### config.mk
export PLATFORM = sky130hd
export DESIGN_NAME = pixel_compositor
export DESIGN_NICKNAME = d
export VERILOG_FILES = /design/src/rh_pkg.sv /design/src/pixel_compositor.sv
export SDC_FILE = /design/constraint.sdc
export NUM_CORES = 1
export LEC_CHECK = 0
export ABC_AREA = 1
export BUFFER_PORTS_ARGS = -buffer_cell sky130_fd_sc_hd__buf_2
export CAP_MARGIN = 10
export CORE_AREA = 8 8 171 173
export CTS_CLUSTER_DIAMETER = 100
export DETAILED_ROUTE_END_ITERATION = 10
export DIE_AREA = 0 0 179 181
export GPL_ROUTABILITY_DRIVEN = 0
export PLACE_DENSITY = 0.46
export SYNTH_ARGS = -nofsm -noshare
export SYNTH_HDL_FRONTEND = slang
export SYNTH_SLANG_ARGS = --single-unit
### constraint.sdc
create_clock -name clk -period 2.13 [get_ports clk]
set_input_delay 0.3195 -clock clk [delete_from_list [all_inputs] [get_ports clk]]
set_output_delay 0.3195 -clock clk [all_outputs]
set_load 0.03 [all_outputs]
### src/rh_pkg.sv
package rh_pkg;

   typedef logic [23:0] pixel_t;
   typedef logic [10:0] hcount_t;
   typedef logic [9:0]  vcount_t;
   typedef logic [3:0]  note_code_t;

   localparam int NUM_NOTES = 16;
   localparam int NUM_ROWS  = 7;
   localparam int NUM_STAFF = 8;

   // note and line colours
   localparam pixel_t COLOR_WHITE   = 24'hFF_FF_FF;
   localparam pixel_t COLOR_SHARP   = 24'h55_55_FF;
   localparam pixel_t COLOR_HIGH_C  = 24'h00_DD_00;
   localparam pixel_t COLOR_CORRECT = 24'hFF_FF_00;
   localparam pixel_t COLOR_WRONG   = 24'hFF_45_00;
   localparam pixel_t COLOR_STAFF   = 24'hAA_AA_AA;
   localparam pixel_t COLOR_OFF     = 24'h00_00_00;

   localparam note_code_t CODE_REST = 4'd0;
   localparam note_code_t CODE_END  = 4'd15;

   // rest and end marker are never drawn
   function automatic logic is_hidden(note_code_t code);
      return (code == CODE_REST) || (code == CODE_END);
   endfunction

   // pitch row, row 0 at the top of the lane
   function automatic int decode_row(note_code_t code);
      case (code)
         4'd1, 4'd2, 4'd13: return 6;
         4'd3, 4'd4:        return 5;
         4'd5:              return 4;
         4'd6, 4'd7:        return 3;
         4'd8, 4'd9:        return 2;
         4'd10, 4'd11:      return 1;
         default:           return 0;
      endcase
   endfunction

   function automatic pixel_t decode_color(note_code_t code);
      case (code)
         CODE_REST, CODE_END:               return COLOR_OFF;
         4'd2, 4'd4, 4'd7, 4'd9, 4'd11:     return COLOR_SHARP;
         4'd13:                             return COLOR_HIGH_C;
         default:                           return COLOR_WHITE;
      endcase
   endfunction

endpackage

### src/pixel_compositor.sv
`timescale 1ns/1ps

module pixel_compositor
   import rh_pkg::*;
#(
   parameter int H_ACTIVE  = 1024,
   parameter int V_ACTIVE  = 768,
   parameter int ACTION_X  = 72,
   parameter int LANE_TOP  = 128,
   parameter int ROW_STEP  = 73,
   parameter int BAR_SHIFT = 6
) (
   input  logic       clk,
   input  logic       reset,
   input  hcount_t    tim_hcount,
   input  vcount_t    tim_vcount,
   input  logic       tim_hsync,
   input  logic       tim_vsync,
   input  logic       tim_blank,
   input  pixel_t     sprite_pixel [NUM_NOTES],
   input  logic [1:0] pattern,
   output hcount_t    hcount,
   output vcount_t    vcount,
   output logic       hsync,
   output logic       vsync,
   output logic       blank,
   output pixel_t     pixel
);

   localparam int LANE_BOTTOM = LANE_TOP + (NUM_STAFF - 1) * ROW_STEP;

   logic   in_lane_v;
   logic   in_lane_h;
   logic   action_line;
   logic   boundary_line;
   logic   border;
   pixel_t lane_px;
   pixel_t bar_px;
   pixel_t sel_px;

   //////////////////////////////
   // lane drawing
   //////////////////////////////

   assign in_lane_v     = (int'(tim_vcount) >= LANE_TOP) && (int'(tim_vcount) <= LANE_BOTTOM);
   assign in_lane_h     = (int'(tim_hcount) >= ACTION_X) && (int'(tim_hcount) < H_ACTIVE);
   assign action_line   = in_lane_v && (int'(tim_hcount) == ACTION_X);
   assign boundary_line = in_lane_v && (int'(tim_hcount) == H_ACTIVE - 1);

   always_comb begin
      lane_px = COLOR_OFF;
      for (int n = 0; n < NUM_NOTES; n++) begin
         lane_px |= sprite_pixel[n];
      end
      // staff lines span from the action line to the right edge
      for (int w = 0; w < NUM_STAFF; w++) begin
         if (in_lane_h && (int'(tim_vcount) == LANE_TOP + w * ROW_STEP)) begin
            lane_px |= COLOR_STAFF;
         end
      end
      if (action_line || boundary_line) begin
         lane_px |= COLOR_WHITE;
      end
   end

   //////////////////////////////
   // test patterns
   //////////////////////////////

   // outline of the active area
   assign border = (tim_hcount == '0) || (int'(tim_hcount) == H_ACTIVE - 1) ||
                   (tim_vcount == '0) || (int'(tim_vcount) == V_ACTIVE - 1);

   assign bar_px = {{8{tim_hcount[BAR_SHIFT + 2]}},
                    {8{tim_hcount[BAR_SHIFT + 1]}},
                    {8{tim_hcount[BAR_SHIFT]}}};

   always_comb begin
      case (pattern)
         2'd1:    sel_px = border ? COLOR_WHITE : COLOR_OFF;
         2'd2:    sel_px = bar_px;
         default: sel_px = lane_px;
      endcase
   end

   // output stage, counts and syncs stay aligned with the pixel
   always_ff @(posedge clk) begin
      if (reset) begin
         hcount <= '0;
         vcount <= '0;
         hsync  <= 1'b1;
         vsync  <= 1'b1;
         blank  <= 1'b0;
         pixel  <= COLOR_OFF;
      end else begin
         hcount <= tim_hcount;
         vcount <= tim_vcount;
         hsync  <= tim_hsync;
         vsync  <= tim_vsync;
         blank  <= tim_blank;
         pixel  <= tim_blank ? COLOR_OFF : sel_px;
      end
   end

endmodule

==> qor.yml <==
synth:
  synth_top_cell_area_share_pct: 31.59
  yosysTopAreaCell: "dfxtp_1"
  ys_seq_area_share_pct: 31.59
  synth_edf_count: 0
  ys_top_cells_by_area: "dfxtp_1 32%, nor2_1 18%, nand2_1 13%"
  syn_area_sq_mm: 0.003042
  yosys_warnings: 0
  synth_flop_cell: "dfxtp_1"
  synth_fp_nets: 911
  synthTopCellsByCount: "149 x nor2_1, 106 x nand2_1, 48 x dfxtp_1, 48 x nor4_1, 40 x a21oi_1"
  postSynthCellCount: 497
  yosysUniqueCellTypes: 21
  syn_area_per_cell_sq_um: 6.120
  synth_seq_cells: 48
  synth_most_common_cell: "nor2_1"
  async_reset_ff_share_pct: 0
worst_setup_path:
  critical_path_class: "input port to flop"
  cp-end-kind: "flop"
  cp_cell_sequence: "buf_2, inv_1, nand2_1, nor2_1, nand3_1, nand4_1, nand2_1, nand2_1, nand2_1, a21oi_1"
  required_ps: 2360
  critical-path-slowest-cell: "nand2_1"
  crit_fanout: 8
  crit_arrival_ps: 1630
  cp-start-kind: "input port"
  crit_top_cell: "nand2_1"
  max_stage_delay_ps: 260
global_route:
  grt_pass1_wl_um: 28300
  first_global_vias: 5351
  grtUsageTotal_pct: 11.42
  grt_max_degree: 26
  grt_antenna_before_repair: 2
  grt-ovfl-total: 0
clock_tree:
  postCtsSetupBuffers: 0
  clk_pin_slew_ps: 70
  cts_resized: 0
  clock_sinks: 48
  cts_tree: "built"
  cts_hold_buffers: 0
  numCtsBuffers: 5
  cts_max_path_buffers: 2
  cts-root-buf: "clkbuf_16"
  cts_max_level: 2
sta:
  final-hold-violation-count: 0
  slew_headroom_pct: 63.01
  maxSlewViolCount: 0
  setup_viol: 0
  post-route-period-util_pct: 65.59
  tightest_slew_ps: 554.9
  fin_setup_tns_ps: 0
  rsz0062_at_grt: "no"
  fmax_ghz: 0.7158
  finalCriticalPeriod_ps: 1397
die:
  fp.dieW_um: 179
  core_sq_mm: 0.02650
  die-area_sq_mm: 0.03240
  start_util_pct: 11.48
  rows: 60
  die_h_um: 181
  pin_count: 460
drt:
  first_pass_iters: 4
  wl_per_cell_um: 15.35
  first_iter_violations: 139
  wl_um: 19910
  ant_nets: 0
  drc_errors: 0
  vias: 4873
  vias_per_cell: 3.757
layout:
  stdcell_area_sq_mm: 0.005833
  fin_nets: 1368
  area_growth_pct: 91.77
  final_util_pct: 22.01
  final_layout_size_suffix_gt1_share_pct: 51.41
  fill_cells: 3043
place:
  place_hpwl_um: 18060
  placed_area_sq_mm: 0.005678
  io_buffers: 459
pwr:
  ir_drop_mv: 0.2747
  power.density_mw_per_mm2: 444.9
  finalPower_uw: 2595
  p_leak_uw: 0.003137
run:
  maxCapViolCount: 0
worst_hold_path:
  hold_class: "input port to flop"
outcome:
  status: "finished clean"
[worst max-delay path: cells and delay by family]
kind / cells / cell delay, ps
and+or+nand+nor: 7 / 850
buffers and inverters: 2 / 200
AOI/OAI and AO/OA: 1 / 240
[final cells by class]
type	instances	area, sq um	area share [%]
tap	341	426.7	7.314
timing repair buffer	462	2320	39.77
clock inverter	2	13.76	0.2360
inverter	31	116.4	1.995
sequential	48	960.9	16.47
multi-input combinational	406	1854	31.79
clock buffer	6	138.9	2.381
antenna	1	2.502	0.04290
[cells in the final DEF (no fill, tap or decap)]
master / count
buf_4: 3
ha_1: 2
nand4_1: 28
nor4_1: 48
nor2_2: 2
diode_2: 1
dfxtp_1: 48
inv_6: 1
nand2_2: 1
nor3_1: 2
nor3_2: 1
a21oi_1: 40
clkbuf_16: 5
buf_2: 459
inv_1: 30
clkinv_2: 1
clkbuf_8: 1
nor2_1: 149
inv_2: 1
o21ai_2: 1
nand2_1: 106
nand3_1: 11
or2_2: 15
[sequential cells by signal (all words and copies together) (netlist names)]
signal  cells
blank       1
hcount     11
hsync       1
pixel      24
vcount     10
vsync       1
[per-layer routing]
| layer | share of wire (%) | routed length [um] | up-vias | track usage [%] |
|---|---|---|---|---|
| met1 | 37 | 7393 | 2010 | 12.04 |
| met5 | 0 | 0 | - | 0 |
| li1 | - | - | 2576 | - |
| met3 | 10 | 1993 | 12 | 2.940 |
| met4 | 1.3 | 254 | 0 | 2.746 |
| met2 | 52 | 10270 | 275 | 21.85 |
[kinds of logic after synthesis]
family | after synthesis | share of synthesized area [%]
AOI/OAI and AO/OA | 41 | 6.870
adders and majority gates | 2 | 0.8226
buffers and inverters | 43 | 7.445
DFF | 48 | 31.59
and+or+nand+nor | 363 | 53.27
[final timing paths]
path / slack, ps / startpoint / end / cells after the start
setup / recovery: 730 / tim_vcount[8] / pixel[11]$_SDFF_PP0_ / 10
hold / removal: 200 / tim_hsync / hsync$_SDFF_PP1_ / 2
[report_power, final]
group	internal [uW]	switching, uW	total (uW)
clock	471	395	866
combinational	373	398	771
sequential	947	11.0	958
[per-stage QoR]
step / setup slack, ps / std cells / hold WS (ps)
CTS: 679.0 / 1296 / 183.7
global route: 438.7 / 1297 / 200.2
detailed placement: 374.7 / 1288 / 504.5
floorplan: 873.9 / 497 / 391.9
finish: 732.9 / 1297 / 199.3
global placement: 383.6 / 1288 / 503.5
No activity file was read; power rests on OpenSTA's default activity.
