File: config.mk
export PLATFORM = sky130hd
export DESIGN_NAME = video_timing
export DESIGN_NICKNAME = d
export VERILOG_FILES = /design/src/rh_pkg.sv /design/src/video_timing.sv
export SDC_FILE = /design/constraint.sdc
export NUM_CORES = 1
export LEC_CHECK = 0
export BUFFER_PORTS_ARGS = -buffer_cell sky130_fd_sc_hd__buf_2
export CAP_MARGIN = 10
export CELL_PAD_IN_SITES_DETAIL_PLACEMENT = 1
export CELL_PAD_IN_SITES_GLOBAL_PLACEMENT = 1
export CORE_AREA = 2 2 57 65
export DETAILED_ROUTE_END_ITERATION = 8
export DIE_AREA = 0 0 59 67
export HOLD_SLACK_MARGIN = 0.1
export PLACE_DENSITY_LB_ADDON = 0.25
export SLEW_MARGIN = 20
export SYNTH_ARGS = -nofsm -noshare
export SYNTH_HDL_FRONTEND = slang
export SYNTH_SLANG_ARGS = --single-unit
File: constraint.sdc
create_clock -name clk -period 2.06 [get_ports clk]
set_clock_uncertainty 0.05 [all_clocks]
set_input_delay 0.103 -clock clk [delete_from_list [all_inputs] [get_ports clk]]
set_output_delay 0.103 -clock clk [all_outputs]
set_load 0.01 [all_outputs]
File: src/rh_pkg.sv
package rh_pkg;

   typedef logic [23:0] pixel_t;
   typedef logic [10:0] hcount_t;
   typedef logic [9:0]  vcount_t;
   typedef logic [3:0]  note_code_t;

   localparam int NUM_NOTES = 16;
   localparam int NUM_ROWS  = 7;
   localparam int NUM_STAFF = 8;

   // note and line colours
   localparam pixel_t COLOR_WHITE   = 24'hFF_FF_FF;
   localparam pixel_t COLOR_SHARP   = 24'h55_55_FF;
   localparam pixel_t COLOR_HIGH_C  = 24'h00_DD_00;
   localparam pixel_t COLOR_CORRECT = 24'hFF_FF_00;
   localparam pixel_t COLOR_WRONG   = 24'hFF_45_00;
   localparam pixel_t COLOR_STAFF   = 24'hAA_AA_AA;
   localparam pixel_t COLOR_OFF     = 24'h00_00_00;

   localparam note_code_t CODE_REST = 4'd0;
   localparam note_code_t CODE_END  = 4'd15;

   // rest and end marker are never drawn
   function automatic logic is_hidden(note_code_t code);
      return (code == CODE_REST) || (code == CODE_END);
   endfunction

   // pitch row, row 0 at the top of the lane
   function automatic int decode_row(note_code_t code);
      case (code)
         4'd1, 4'd2, 4'd13: return 6;
         4'd3, 4'd4:        return 5;
         4'd5:              return 4;
         4'd6, 4'd7:        return 3;
         4'd8, 4'd9:        return 2;
         4'd10, 4'd11:      return 1;
         default:           return 0;
      endcase
   endfunction

   function automatic pixel_t decode_color(note_code_t code);
      case (code)
         CODE_REST, CODE_END:               return COLOR_OFF;
         4'd2, 4'd4, 4'd7, 4'd9, 4'd11:     return COLOR_SHARP;
         4'd13:                             return COLOR_HIGH_C;
         default:                           return COLOR_WHITE;
      endcase
   endfunction

endpackage

File: src/video_timing.sv
`timescale 1ns/1ps

module video_timing
   import rh_pkg::*;
#(
   parameter int H_ACTIVE = 1024,
   parameter int H_FRONT  = 24,
   parameter int H_SYNC   = 136,
   parameter int H_BACK   = 160,
   parameter int V_ACTIVE = 768,
   parameter int V_FRONT  = 9,
   parameter int V_SYNC   = 6,
   parameter int V_BACK   = 23
) (
   input  logic    clk,
   input  logic    reset,
   output hcount_t hcount,
   output vcount_t vcount,
   output logic    hsync,
   output logic    vsync,
   output logic    blank
);

   localparam int H_TOTAL = H_ACTIVE + H_FRONT + H_SYNC + H_BACK;
   localparam int V_TOTAL = V_ACTIVE + V_FRONT + V_SYNC + V_BACK;

   logic hblank, vblank;
   logic hblank_on, hsync_on, hsync_off, hwrap;
   logic vblank_on, vsync_on, vsync_off, vwrap;
   logic next_hblank, next_vblank;

   // horizontal events, one cycle ahead of the registered outputs
   assign hblank_on = (hcount == hcount_t'(H_ACTIVE - 1));
   assign hsync_on  = (hcount == hcount_t'(H_ACTIVE + H_FRONT - 1));
   assign hsync_off = (hcount == hcount_t'(H_ACTIVE + H_FRONT + H_SYNC - 1));
   assign hwrap     = (hcount == hcount_t'(H_TOTAL - 1));

   // vertical events only at the end of a line
   assign vblank_on = hwrap && (vcount == vcount_t'(V_ACTIVE - 1));
   assign vsync_on  = hwrap && (vcount == vcount_t'(V_ACTIVE + V_FRONT - 1));
   assign vsync_off = hwrap && (vcount == vcount_t'(V_ACTIVE + V_FRONT + V_SYNC - 1));
   assign vwrap     = hwrap && (vcount == vcount_t'(V_TOTAL - 1));

   assign next_hblank = hwrap ? 1'b0 : (hblank_on ? 1'b1 : hblank);
   assign next_vblank = vwrap ? 1'b0 : (vblank_on ? 1'b1 : vblank);

   always_ff @(posedge clk) begin
      if (reset) begin
         hcount <= '0;
         vcount <= '0;
         hblank <= 1'b0;
         vblank <= 1'b0;
         hsync  <= 1'b1;
         vsync  <= 1'b1;
         blank  <= 1'b0;
      end else begin
         hcount <= hwrap ? '0 : hcount + 1'b1;
         if (hwrap) begin
            vcount <= vwrap ? '0 : vcount + 1'b1;
         end
         hblank <= next_hblank;
         vblank <= next_vblank;
         // syncs are active low
         hsync  <= hsync_on ? 1'b0 : (hsync_off ? 1'b1 : hsync);
         vsync  <= vsync_on ? 1'b0 : (vsync_off ? 1'b1 : vsync);
         blank  <= next_vblank | (next_hblank & ~hwrap);
      end
   end

   hcount_in_range: assert property (@(posedge clk) disable iff (reset)
      hcount < H_TOTAL);

endmodule

==> impl_metrics.py <==
metrics = {
    "logic_synthesis": {
        "synth_top_family_by_area": "simple AND/OR/NAND/NOR gates",
        "yosysSeqAreaShare_pct": 41.8,
        "synthMuxAreaShare_pct": 0,
        "synth-compound-area-share_pct": 9.54,
        "synth-main-ff-cell": "dfxtp_1",
        "syn_nets": 155,
        "async_reset_ff_share_pct": 0,
        "avgSynthCellArea_um2": 8.42,
        "synthAdderAreaFrac_pct": 5.02,
        "synth_area_mm2": 0.00125,
        "synth-edff-count": 0,
        "yosys.area_share.simple_pct": 31.9,
        "syn_inst": 148,
        "synth_xor_area_share_pct": 7.73,
        "synth_warnings": 0,
        "yosys_register_bits": 26,
        "synth.distinct_cells": 31,
    },
    "sta": {
        "period_needed_ps": 1940,
        "setup_tns_ps": 0,
        "timing.final.crit_share_pct": 94.4,
        "timing.fmax_mhz": 514,
        "maxSlewViolCount": 0,
        "finalHoldViolCount": 0,
        "rsz0062_at_grt": "no",
        "setup_viol": 0,
        "tightest_slew_ps": 386,
        "slew_headroom_pct": 74.2,
    },
    "worst_setup_path": {
        "startpoint": "hcount[6]$_SDFF_PP0_",
        "crit_type": "flip-flop to flip-flop",
        "crit_chain": "or3b_1 > or4_4 > o41a_1 > o22ai_1",
        "critPathArrivalTime_ps": 2160,
        "path_delay_family": "simple AND/OR/NAND/NOR gates",
        "cp.required_ps": 2270,
        "r2r_start": "hcount[6]$_SDFF_PP0_",
        "cp_slowest_stage_delay_ps": 570,
        "end_kind": "flip-flop",
        "cp.buffers_inverters": 0,
        "start_kind": "flip-flop",
        "cpMaxStageDelayCell": "or4_4",
        "path_max_fanout": 7,
    },
    "layout": {
        "antennaDiodeCount": 0,
        "drive_gt1_share_pct": 24.4,
        "final_cells": 216,
        "nFillCells": 418,
        "post-route-cell-area_mm2": 0.00151,
        "layout.nets": 188,
        "area_delta_synth_final_pct": 20.8,
    },
    "place": {
        "place_area_mm2": 0.00145,
        "port_buffers": 25,
        "placedCellCount": 211,
        "gp_congestion": 0.791,
        "dp.final_hpwl_um": 2450,
    },
    "routing": {
        "dr.first_iter.drc_count": 30,
        "wl_um": 3170,
        "drc": 0,
        "wire_per_inst_um": 14.7,
        "vias_per_cell": 5.47,
        "dr.pass1.iters": 3,
        "via_count": 1182,
        "drtAntennaViolNets": 0,
    },
    "clock_tree": {
        "numClockSinks": 26,
        "clk_pin_slew_ps": 140,
        "cts_tree": "built",
        "cts_root_buf": "clkbuf_4",
        "numCtsBuffers": 3,
        "clk_latency_ps": 330,
        "postCtsSetupBuffers": 0,
        "h-tree-depth": 1,
        "cts_max_path_buffers": 2,
    },
    "die": {
        "ios": 26,
        "die_w_um": 59,
        "core_mm2": 0.00325,
        "die_h_um": 67,
        "start_util_pct": 38.4,
        "die_area_mm2": 0.00395,
        "core.rowCount": 22,
    },
    "power": {
        "p_leak_uw": 0.000580,
        "vdd_drop_max_mv": 0.276,
        "power_density_mw_per_mm2": 541,
    },
    "global_routing": {
        "grt_overflow": 0,
        "grt_pass1_wl_um": 5460,
        "grt_max_degree": 15,
        "antenna_found_initial": 0,
        "grt_pass1_vias": 1225,
        "track_usage_pct": 18.0,
    },
    "outcome": {
        "status": "finished clean",
    },
    "flow_run": {
        "cap_violations": 0,
    },
    "worst_hold_path": {
        "min_path_type": "flip-flop to flip-flop",
        "min_from": "hblank$_SDFF_PP0_",
    },
}
cell type report:
class | count | area (µm²) | share of cell area, %
multi-input cells | 109 | 678 | 45.1
flip-flops and latches | 26 | 524 | 34.8
repair buffers | 34 | 195 | 13.0
well taps | 36 | 45.0 | 2.99
clock buffers | 4 | 36.3 | 2.41
inverters | 7 | 26.3 | 1.75
flip-flops by register name (all words and copies together) (netlist names):
name and cells:
vsync 1, hblank 1, hsync 1, hcount 11, vcount 10, blank 1, vblank 1
synthesized netlist by cell type, types with 2 or more instances:
cell	instances	share of area [%]
dfxtp_1	26	42
nor2_1	17	5.1
nand2_1	12	3.6
a21oi_1	10	4.0
nand3_1	9	3.6
inv_1	7	2.1
o21ai_0	7	2.8
or3_1	7	3.5
xnor2_1	6	4.2
ha_1	5	5.0
nand4_1	5	2.5
xor2_1	5	3.5
clkbuf_1	4	1.2
and3_1	3	1.5
nand4b_1	3	2.1
nor3_1	3	1.2
nor4_1	3	1.5
and4_1	2	1.4
nand3b_1	2	1.2
path summary, 6_finish.rpt:
path                                           to  cells after the start  slack (ps)
worst min-delay path            hblank$_SDFF_PP0_                      2         430
worst max register to register   blank$_SDFF_PP0_                      4         120
worst max-delay path             blank$_SDFF_PP0_                      4         120
worst min register to register  hblank$_SDFF_PP0_                      2         430
where the power goes:
| part | switching [µW] | total (µW) | internal, µW |
|---|---|---|---|
| clock network | 154 | 263 | 108 |
| registers | 5.07 | 513 | 508 |
| logic | 21.9 | 38.8 | 16.9 |
| total | 181 | 815 | 634 |
per-layer routing:
metal / routed length, µm / track usage [%] / vias to the layer above
met2: 1680 / 32.8 / 20
met3: 77 / 1.75 / 5
met5: 0 / 0 / -
met4: 53 / 8.24 / 0
li1: - / - / 583
met1: 1360 / 20.6 / 574
kinds of logic (layout without fill, tap and decap cells):
kind of cell	count (synthesis)	in the layout
simple gates	72	72
flops	26	26
compound gates	21	21
buf+inv	13	45
xor+xnor	11	11
fa+ha+maj	5	5
cell usage in the layout, fill, tap and decap left out:
cell / count
nand3_1: 9
o21ai_0: 7
buf_2: 25
o21bai_1: 1
clkbuf_4: 3
nand3b_1: 2
and2_1: 1
nor4b_2: 1
xnor2_1: 6
dfxtp_2: 3
nor3_1: 3
nand2b_1: 1
or3b_1: 1
clkbuf_8: 1
o31a_1: 1
nor2_1: 17
ha_1: 4
or4_4: 1
ha_2: 1
a21oi_1: 10
inv_1: 7
dlygate4sd3_1: 1
and3_1: 3
nand2_1: 12
o41a_1: 1
nand4_1: 5
xor2_1: 5
buf_4: 8
dfxtp_1: 23
and4_1: 2
or3_1: 7
o22ai_1: 1
or4b_2: 1
nand4b_1: 3
nor4_1: 3
stage by stage:
| step | setup slack (ps) | power [µW] | util [%] | hold slack, ps |
|---|---|---|---|---|
| after floorplan | 120 | 543 | - | 333 |
| after global placement | 168 | 559 | 44.7 | 347 |
| after detailed placement | 83.5 | 561 | 44.7 | 353 |
| after CTS | 35.6 | 827 | 46.1 | 436 |
| after global routing | 4.27 | 852 | 46.3 | 457 |
| final | 115 | 815 | 46.3 | 430 |
worst register-to-register path: cells and delay by family, from the launching register on:
family / cells / cell delay (ps)
AO/OA/AOI/OAI: 2 / 480
AND/OR/NAND/NOR: 2 / 990
flip-flops: 1 / 370
what timing repair did:
item | in CTS | in global routing
hold buffers | 1 | 0
hold endpoints to repair | 6 | 0
endpoints found under the setup margin | 0 | 7
resized for setup | 0 | 4
No activity file was read; power rests on OpenSTA's default activity.
