`config.mk`:
```
export PLATFORM = sky130hd
export DESIGN_NAME = note_sprite
export DESIGN_NICKNAME = d
export VERILOG_FILES = /design/src/rh_pkg.sv /design/src/note_sprite.sv
export SDC_FILE = /design/constraint.sdc
export NUM_CORES = 1
export LEC_CHECK = 0
export BUFFER_PORTS_ARGS = -buffer_cell sky130_fd_sc_hd__buf_2
export CAP_MARGIN = 25
export CELL_PAD_IN_SITES_DETAIL_PLACEMENT = 2
export CELL_PAD_IN_SITES_GLOBAL_PLACEMENT = 2
export CORE_ASPECT_RATIO = 1.75
export CORE_MARGIN = 2
export CORE_UTILIZATION = 25
export DETAILED_ROUTE_END_ITERATION = 10
export PLACE_DENSITY = 0.91
export SYNTH_ARGS = -nofsm -noshare
export SYNTH_HDL_FRONTEND = slang
export SYNTH_SLANG_ARGS = --single-unit
export TNS_END_PERCENT = 50
```
`constraint.sdc`:
```
create_clock -name vclk -period 9.1
set_input_delay 1.82 -clock vclk [all_inputs]
set_output_delay 1.82 -clock vclk [all_outputs]
set_load 0.05 [all_outputs]
```
`src/rh_pkg.sv`:
```
package rh_pkg;

   typedef logic [23:0] pixel_t;
   typedef logic [10:0] hcount_t;
   typedef logic [9:0]  vcount_t;
   typedef logic [3:0]  note_code_t;

   localparam int NUM_NOTES = 16;
   localparam int NUM_ROWS  = 7;
   localparam int NUM_STAFF = 8;

   // note and line colours
   localparam pixel_t COLOR_WHITE   = 24'hFF_FF_FF;
   localparam pixel_t COLOR_SHARP   = 24'h55_55_FF;
   localparam pixel_t COLOR_HIGH_C  = 24'h00_DD_00;
   localparam pixel_t COLOR_CORRECT = 24'hFF_FF_00;
   localparam pixel_t COLOR_WRONG   = 24'hFF_45_00;
   localparam pixel_t COLOR_STAFF   = 24'hAA_AA_AA;
   localparam pixel_t COLOR_OFF     = 24'h00_00_00;

   localparam note_code_t CODE_REST = 4'd0;
   localparam note_code_t CODE_END  = 4'd15;

   // rest and end marker are never drawn
   function automatic logic is_hidden(note_code_t code);
      return (code == CODE_REST) || (code == CODE_END);
   endfunction

   // pitch row, row 0 at the top of the lane
   function automatic int decode_row(note_code_t code);
      case (code)
         4'd1, 4'd2, 4'd13: return 6;
         4'd3, 4'd4:        return 5;
         4'd5:              return 4;
         4'd6, 4'd7:        return 3;
         4'd8, 4'd9:        return 2;
         4'd10, 4'd11:      return 1;
         default:           return 0;
      endcase
   endfunction

   function automatic pixel_t decode_color(note_code_t code);
      case (code)
         CODE_REST, CODE_END:               return COLOR_OFF;
         4'd2, 4'd4, 4'd7, 4'd9, 4'd11:     return COLOR_SHARP;
         4'd13:                             return COLOR_HIGH_C;
         default:                           return COLOR_WHITE;
      endcase
   endfunction

endpackage

```
`src/note_sprite.sv`:
```
`timescale 1ns/1ps

module note_sprite
   import rh_pkg::*;
#(
   parameter int NOTE_WIDTH  = 64,
   parameter int NOTE_HEIGHT = 35,
   parameter int ACTION_X    = 72
) (
   input  hcount_t    lead_x,
   input  logic [3:0] slot,
   input  vcount_t    row_y,
   input  pixel_t     color,
   input  hcount_t    hcount,
   input  vcount_t    vcount,
   output pixel_t     sprite_pixel
);

   // extra bits so the right and bottom edges cannot wrap
   logic [12:0] x_left;
   logic [12:0] x_right;
   logic [10:0] y_bottom;
   logic        in_x;
   logic        in_y;

   assign x_left   = 13'(lead_x) + 13'(int'(slot) * NOTE_WIDTH);
   assign x_right  = x_left + 13'(NOTE_WIDTH);
   assign y_bottom = 11'(row_y) + 11'(NOTE_HEIGHT);

   // clipped at the action line
   assign in_x = (hcount > hcount_t'(ACTION_X)) &&
                 (13'(hcount) >= x_left) && (13'(hcount) < x_right);
   assign in_y = (vcount >= row_y) && (11'(vcount) < y_bottom);

   assign sprite_pixel = (in_x && in_y) ? color : COLOR_OFF;

endmodule

```
==> impl_results.md, run 1 <==
- Outcome: complete, no violations
- Maximum clock rate: 134 MHz
- Power consumption: 0.149 mW
- Min-Delay Endpoint: sprite_pixel[20]
- Synth cell types: 45
- Ranking of synthesized cells by area: ha_1, and2_1, inv_1
- Post-synthesis sequential area ratio: 0
- HP Start: color[20]
- Layout clock buffers: 0
- Area leader, netlist: ha_1
- Num ports: 94
- RSZ-0062 raised after global routing: no
- Placed cell areas: 0.00207 mm^2
- Peak supply drop: 0.0184 mV
- Mapped Nets: 311
- Drt wl/cell: 15.8 um
- WL final: 5.83 mm
- Leak: 1.17 nW
- Area share of the largest cell type after synthesis: 0.345
- Initial DRC count: 30
- Starting density of the core: 0.259
- First-pass GRT wire length: 9.27 mm
- Total track usage: 0.168
- Mapped Area: 0.00152 mm^2
- Nets@finish: 405
- Die area: 0.00675 mm^2
- Relative slew margins: 0.408
- Slew @ Worst Pin: 0.889 ns
- Die X: 63.0 um
- Yosys Warn Count: 0
- Period utilization: 0.823
- Drt drc: 0
- ANT cells: 0
- Syn Area/Cell: 7.68 um^2
- Routability cong.: 0.768
- Setup TNS: 0 ns
- Hold slack: 4.05 ns
- CP endpoint kind: output pin
- Ratio of cells with drive above 1 in the final layout: 0.341
- Final instance area: 0.00207 mm^2
- # rows: 37
- Initial antenna violation count: 0
- Post-synthesis cell count: 198
- HPWL Detailed: 5.56 mm
- Final hold violations: 0
- Min-delay worst type: in2out
- Die Y: 107 um
- Hold Buf Count CTS: 0
- FF/Latch Area: 0 um^2
- Multi-input logic area: 0.00139 mm^2
- Startpoint types: primary input
- Fin crit period: 7.49 ns
- Commonest non-fill, non-tap cell in the layout: buf_2
- Most frequent cells in the layout: buf_2, ha_1, inv_1, and2_1
- Antenna Violating Nets Remaining: 0
- Layout fillers: 743
- DRT Pass-1 Iters: 3
- IO buf count: 94
- Max FO, Critical Path: 24
- Crit path kind: in2out
- Layout Utilization: 0.352
- DR vias/cell: 4.94
- Pwr Density: 72.0 mW/mm^2
- Hold depth: 3
- CTS resizes: 0
- Setup Buffers After CTS: 0
- Vias post-DR: 1818
- Largest net degree at the start of global routing: 25
- Synth-to-Final Area Change: 35.9%
- Crit path DAT: 5.67 ns
- Maximum capacitance violations: 0
- Number of global-route vias before repair: 2043
- Setup Viol. Count Final: 0
- Core area: 0.00588 mm^2
- FFs & Latches: 0
- Total grt overflow: 0
- Req. time, crit path: 7.28 ns
- Final Max Tran Viols: 0
-- worst max-delay path, cell delays in order --
cell and delay [ns]:
buf_2 0.08, ha_1 0.19, inv_1 0.07, fa_1 0.41
nand2b_1 0.17, a21oi_1 0.19, xor2_1 0.20, inv_1 0.09
xnor2_1 0.17, ha_1 0.26, a211oi_1 0.25, o221ai_1 0.15
o22a_1 0.24, a2111oi_4 0.85, and2_1 0.25, buf_2 0.27
-- layer usage --
metal / up-vias / wire length [um] / global-route usage / share of wire
met5: - / 0 / 0 / 0
met4: 0 / 0 / 0 / 0
met3: 0 / 295 / 0.0210 / 0.051
met2: 63 / 3740 / 0.401 / 0.64
met1: 861 / 1790 / 0.142 / 0.31
li1: 894 / - / - / -
-- layout make-up --
class | count | share of cell area
well taps | 78 | 0.0472
multi-input cells | 168 | 0.674
repair buffers | 94 | 0.228
inverters | 28 | 0.0508
-- cells by family (layout without fill, tap and decap cells) --
family / after synthesis / count (layout) / share of synthesized area
buffers and inverters: 30 / 122 / 0.0839
AND/OR/NAND/NOR: 63 / 63 / 0.232
AO/OA/AOI/OAI: 49 / 49 / 0.246
adder cells (fa/ha/maj): 43 / 43 / 0.359
XOR/XNOR: 13 / 13 / 0.0798
-- metrics by stage --
step / worst slack, ns / cells
final: 1.61 / 368
after global routing: 1.22 / 368
after CTS: 1.50 / 368
after detailed placement: 1.51 / 368
after global placement: 1.65 / 368
after floorplan: 2.22 / 198
-- worst max path at each step --
stage                          from                to  slack [ns]  cells after the start
after floorplan           lead_x[6]  sprite_pixel[10]        2.22                     15
after global placement    lead_x[6]   sprite_pixel[2]        1.65                     16
after detailed placement  lead_x[6]  sprite_pixel[23]        1.51                     16
after CTS                 lead_x[6]  sprite_pixel[23]        1.50                     16
after global routing      lead_x[6]  sprite_pixel[23]        1.22                     16
final                     lead_x[6]  sprite_pixel[23]        1.61                     16
-- power breakdown --
group	leakage, nW	switching, mW	internal (mW)
combinational	1.17	0.0875	0.0612
sequential	0	0	0
clock	0	0	0
total	1.17	0.0875	0.0612
-- Yosys cell counts, types with 2 or more instances --
library cell	number
nand2_1	9
a211oi_1	3
nor3b_1	3
o22a_1	2
nand3_1	3
a21boi_0	2
xnor2_1	10
a211o_1	3
xor2_1	2
o211ai_1	3
nor3_1	3
a31oi_1	2
inv_1	28
a21oi_1	10
o22ai_1	2
o21a_1	4
o21ai_0	4
nand4_1	2
buf_6	2
ha_1	42
nor2b_1	2
a21o_1	2
nor2_1	9
and2_1	25
No activity file was read; power rests on OpenSTA's default activity.
==> inputs of run 2 (changes only) <==
--- a/config.mk
+++ b/config.mk
@@ -11,9 +11,9 @@
 export CELL_PAD_IN_SITES_GLOBAL_PLACEMENT = 2
 export CORE_ASPECT_RATIO = 1.75
 export CORE_MARGIN = 2
-export CORE_UTILIZATION = 25
+export CORE_UTILIZATION = 23
 export DETAILED_ROUTE_END_ITERATION = 10
-export PLACE_DENSITY = 0.91
+export PLACE_DENSITY = 0.85
 export SYNTH_ARGS = -nofsm -noshare
 export SYNTH_HDL_FRONTEND = slang
 export SYNTH_SLANG_ARGS = --single-unit
==> constraint.sdc (replaced) <==
create_clock -name vclk -period 7.7
set_input_delay 1.54 -clock vclk [all_inputs]
set_output_delay 1.54 -clock vclk [all_outputs]
set_load 0.05 [all_outputs]
==> impl_results.md, run 2 (synthesis results as in run 1) <==
- WL final: 5.87 mm
- Met1 usage: 0.120
- Hold Buf Count CTS: 0
- Min-delay worst type: in2out
- Setup Viol. Count Final: 0
- Period utilization: 0.907
- Total grt overflow: 0
- Pwr Density: 86.4 mW/mm^2
- RSZ-0062 raised after global routing: no
- Sequential power share: 0
- Drt wl/cell: 15.8 um
- Worst Slack Setup Final: 0.716 ns
- DRT Pass-1 Iters: 4
- Req. time, crit path: 6.16 ns
- Startpoint types: primary input
- # rows: 39
- Number of global-route vias before repair: 2116
- Core area: 0.00649 mm^2
- Busiest grt layer: met2
- Pre-CTS setup slack: 0.595 ns
- Final Max Tran Viols: 0
- Slew @ Worst Pin: 0.925 ns
- Die area: 0.00731 mm^2
- Vias post-DR: 1854
- Pint: 0.0729 mW
- FF/Latch Area: 0 um^2
- Die Y: 112 um
- Most frequent cells in the layout: buf_2, ha_1, inv_1, and2_1
- DR vias/cell: 4.98
- Drt drc: 0
- Peak supply drop: 0.0197 mV
- Fin crit period: 6.98 ns
- Initial DRC count: 22
- Max FO, Critical Path: 24
- Ratio of cells with drive above 1 in the final layout: 0.341
- Maximum capacitance violations: 0
- Antenna Violating Nets Remaining: 0
- FFs & Latches: 0
- IO buf count: 94
- Total track usage: 0.161
- First-pass GRT wire length: 9.31 mm
- Initial antenna violation count: 0
- Setup TNS: 0 ns
- Layout clock buffers: 0
- CP endpoint kind: output pin
- Nets@finish: 405
- Die X: 65.5 um
- Setup Buffers After CTS: 0
- HPWL Detailed: 5.53 mm
- Switching share of power: 0.593
- Outcome: complete, no violations
- Leak: 1.17 nW
- Maximum clock rate: 143 MHz
- Num ports: 94
- Synth-to-Final Area Change: 36.2%
- CTS resizes: 0
- Crit path kind: in2out
- Largest net degree at the start of global routing: 25
- GR Layer Usage met3: 0.0121
- M2 GR Usage: 0.387
- Crit path DAT: 5.44 ns
- Commonest non-fill, non-tap cell in the layout: buf_2
- Final hold violations: 0
- Starting density of the core: 0.234
- ANT cells: 0
- Routability cong.: 0.846
- Comb pwr share: 1.000
- Relative slew margins: 0.383
- Clock Power Share: 0
- P_sw: 0.106 mW
[run 2: area by class of cell]
cell class	count	area (um^2)
multi-input cells	168	1390
inverters	28	105
well taps	82	103
fillers	805	4420
repair buffers	94	470
[run 2: power by group through the flow]
stage / registers (mW) / logic, mW / clock network [mW]
2_1_floorplan: 0 / 0.122 / 0
6_report: 0 / 0.179 / 0
5_1_grt: 0 / 0.199 / 0
3_3_place_gp: 0 / 0.170 / 0
3_5_place_dp: 0 / 0.181 / 0
4_1_cts: 0 / 0.182 / 0
[run 2: path summary, 6_finish.rpt]
| kind | from | end | slack [ns] | cells past startpoint |
|---|---|---|---|---|
| max | lead_x[6] | sprite_pixel[5] | 0.72 | 16 |
| min | color[18] | sprite_pixel[18] | 3.49 | 3 |
[run 2: critical path: stages]
cell       delay (ns)
buf_2            0.08
ha_1             0.20
inv_1            0.07
fa_1             0.41
nand2b_1         0.16
a21oi_1          0.15
xor2_1           0.21
inv_1            0.10
xnor2_1          0.19
ha_1             0.27
a211oi_1         0.26
o221ai_1         0.15
o22a_1           0.25
a2111oi_4        0.87
and2_1           0.24
buf_2            0.27
[run 2: stage by stage]
| step | std cells | instance area, um^2 | util | power (mW) | hold WS, ns |
|---|---|---|---|---|---|
| global route | 372 | 2070 | 0.319 | 0.199 | 3.50 |
| detailed placement | 372 | 2070 | 0.319 | 0.181 | 3.49 |
| CTS | 372 | 2070 | 0.319 | 0.182 | 3.49 |
| floorplan | 198 | 1520 | - | 0.122 | 3.36 |
| finish | 372 | 2070 | 0.319 | 0.179 | 3.49 |
| global placement | 372 | 2070 | 0.319 | 0.170 | 3.49 |
[run 2: layer usage]
layer	up-vias	wire [um]
met3	6	265
met2	66	3770
met4	0	119
met1	890	1710
met5	-	0
li1	892	-
==> inputs of run 3 (changes only) <==
--- a/config.mk
+++ b/config.mk
@@ -9,7 +9,7 @@
 export CAP_MARGIN = 25
 export CELL_PAD_IN_SITES_DETAIL_PLACEMENT = 2
 export CELL_PAD_IN_SITES_GLOBAL_PLACEMENT = 2
-export CORE_ASPECT_RATIO = 1.75
+export CORE_ASPECT_RATIO = 1.5
 export CORE_MARGIN = 2
 export CORE_UTILIZATION = 23
 export DETAILED_ROUTE_END_ITERATION = 10
==> impl_results.md, run 3 (synthesis results as in run 1) <==
- Num ports: 94
- RSZ-0062 raised after global routing: no
- Total grt overflow: 0
- # rows: 36
- Pwr Density: 84.6 mW/mm^2
- Min-delay worst type: in2out
- Starting density of the core: 0.236
- Period utilization: 0.897
- IO buf count: 94
- Final hold violations: 0
- Hold Buf Count CTS: 0
- Die X: 70.4 um
- Layout clock buffers: 0
- FF/Latch Area: 0 um^2
- Max FO, Critical Path: 24
- Power consumption: 0.175 mW
- First-pass GRT wire length: 9.20 mm
- Leak: 1.17 nW
- Drt drc: 0
- Commonest non-fill, non-tap cell in the layout: buf_2
- Setup Buffers After CTS: 0
- HPWL Detailed: 5.21 mm
- Nets@finish: 405
- Total track usage: 0.150
- Min-Delay Endpoint: sprite_pixel[16]
- Slew @ Worst Pin: 0.900 ns
- Ratio of cells with drive above 1 in the final layout: 0.341
- Die area: 0.00730 mm^2
- Req. time, crit path: 6.16 ns
- Crit path DAT: 5.37 ns
- Maximum capacitance violations: 0
- Maximum clock rate: 145 MHz
- Most frequent cells in the layout: buf_2, ha_1, inv_1, and2_1
- CTS resizes: 0
- Final Max Tran Viols: 0
- Startpoint types: primary input
- ANT cells: 0
- Peak supply drop: 0.0175 mV
- Outcome: complete, no violations
- Synth-to-Final Area Change: 35.7%
- Antenna Violating Nets Remaining: 0
- Setup TNS: 0 ns
- Routability cong.: 0.766
- Initial antenna violation count: 0
- Vias post-DR: 1814
- Initial DRC count: 26
- Drt wl/cell: 15.0 um
- DR vias/cell: 4.96
- Relative slew margins: 0.400
- Core area: 0.00644 mm^2
- Fin crit period: 6.91 ns
- FFs & Latches: 0
- CP endpoint kind: output pin
- Hold depth: 3
- Largest net degree at the start of global routing: 25
- WL final: 5.49 mm
- Crit path kind: in2out
- Die Y: 104 um
- Setup Viol. Count Final: 0
- HP Start: color[16]
- Number of global-route vias before repair: 2048
- DRT Pass-1 Iters: 4
-- run 3: how the worst max path moves through the flow --
| stage | depth (start not counted) | slack (ns) | start | to |
|---|---|---|---|---|
| 4_1_cts | 16 | 0.69 | lead_x[6] | sprite_pixel[8] |
| 5_1_grt | 16 | 0.35 | lead_x[6] | sprite_pixel[3] |
| 3_5_place_dp | 16 | 0.70 | lead_x[6] | sprite_pixel[8] |
| 2_1_floorplan | 15 | 1.38 | lead_x[6] | sprite_pixel[10] |
| 6_report | 16 | 0.79 | lead_x[6] | sprite_pixel[8] |
| 3_3_place_gp | 16 | 0.90 | lead_x[6] | sprite_pixel[2] |
-- run 3: area by class of cell --
class	count	area [um^2]
Inverter	28	105
Fill cell	802	4380
Timing Repair Buffer	94	470
Multi-Input combinational cell	168	1390
Tap cell	76	95.1
-- run 3: layer usage --
metal,GRT usage,routed length [um],up-vias
met2,0.331,3260,68
met4,0.0288,140,0
met1,0.140,1800,846
li1,-,-,890
met3,0.0117,290,10
met5,0,0,-
-- run 3: report_power, final --
part	internal [mW]	switching [mW]	leakage, nW
combinational	0.0720	0.103	1.17
clock	0	0	0
sequential	0	0	0
-- run 3: worst max-delay path, cell delays in order --
cell and delay, ns:
buf_2 0.08, ha_1 0.20, inv_1 0.07, fa_1 0.42, nand2b_1 0.17, a21oi_1 0.17
xor2_1 0.20, inv_1 0.10, xnor2_1 0.13, ha_1 0.29, a211oi_1 0.23, o221ai_1 0.14
o22a_1 0.25, a2111oi_4 0.86, and2_1 0.25, buf_2 0.27
-- run 3: through the flow --
step                      hold WS (ns)  cells  utilization  worst slack [ns]  area (um^2)
final                             3.49    366        0.321             0.792         2060
after global routing              3.50    366        0.321             0.346         2060
after CTS                         3.49    366        0.321             0.690         2060
after detailed placement          3.49    366        0.321             0.699         2060
after global placement            3.49    366        0.321             0.897         2060
after floorplan                   3.36    198            -              1.38         1520
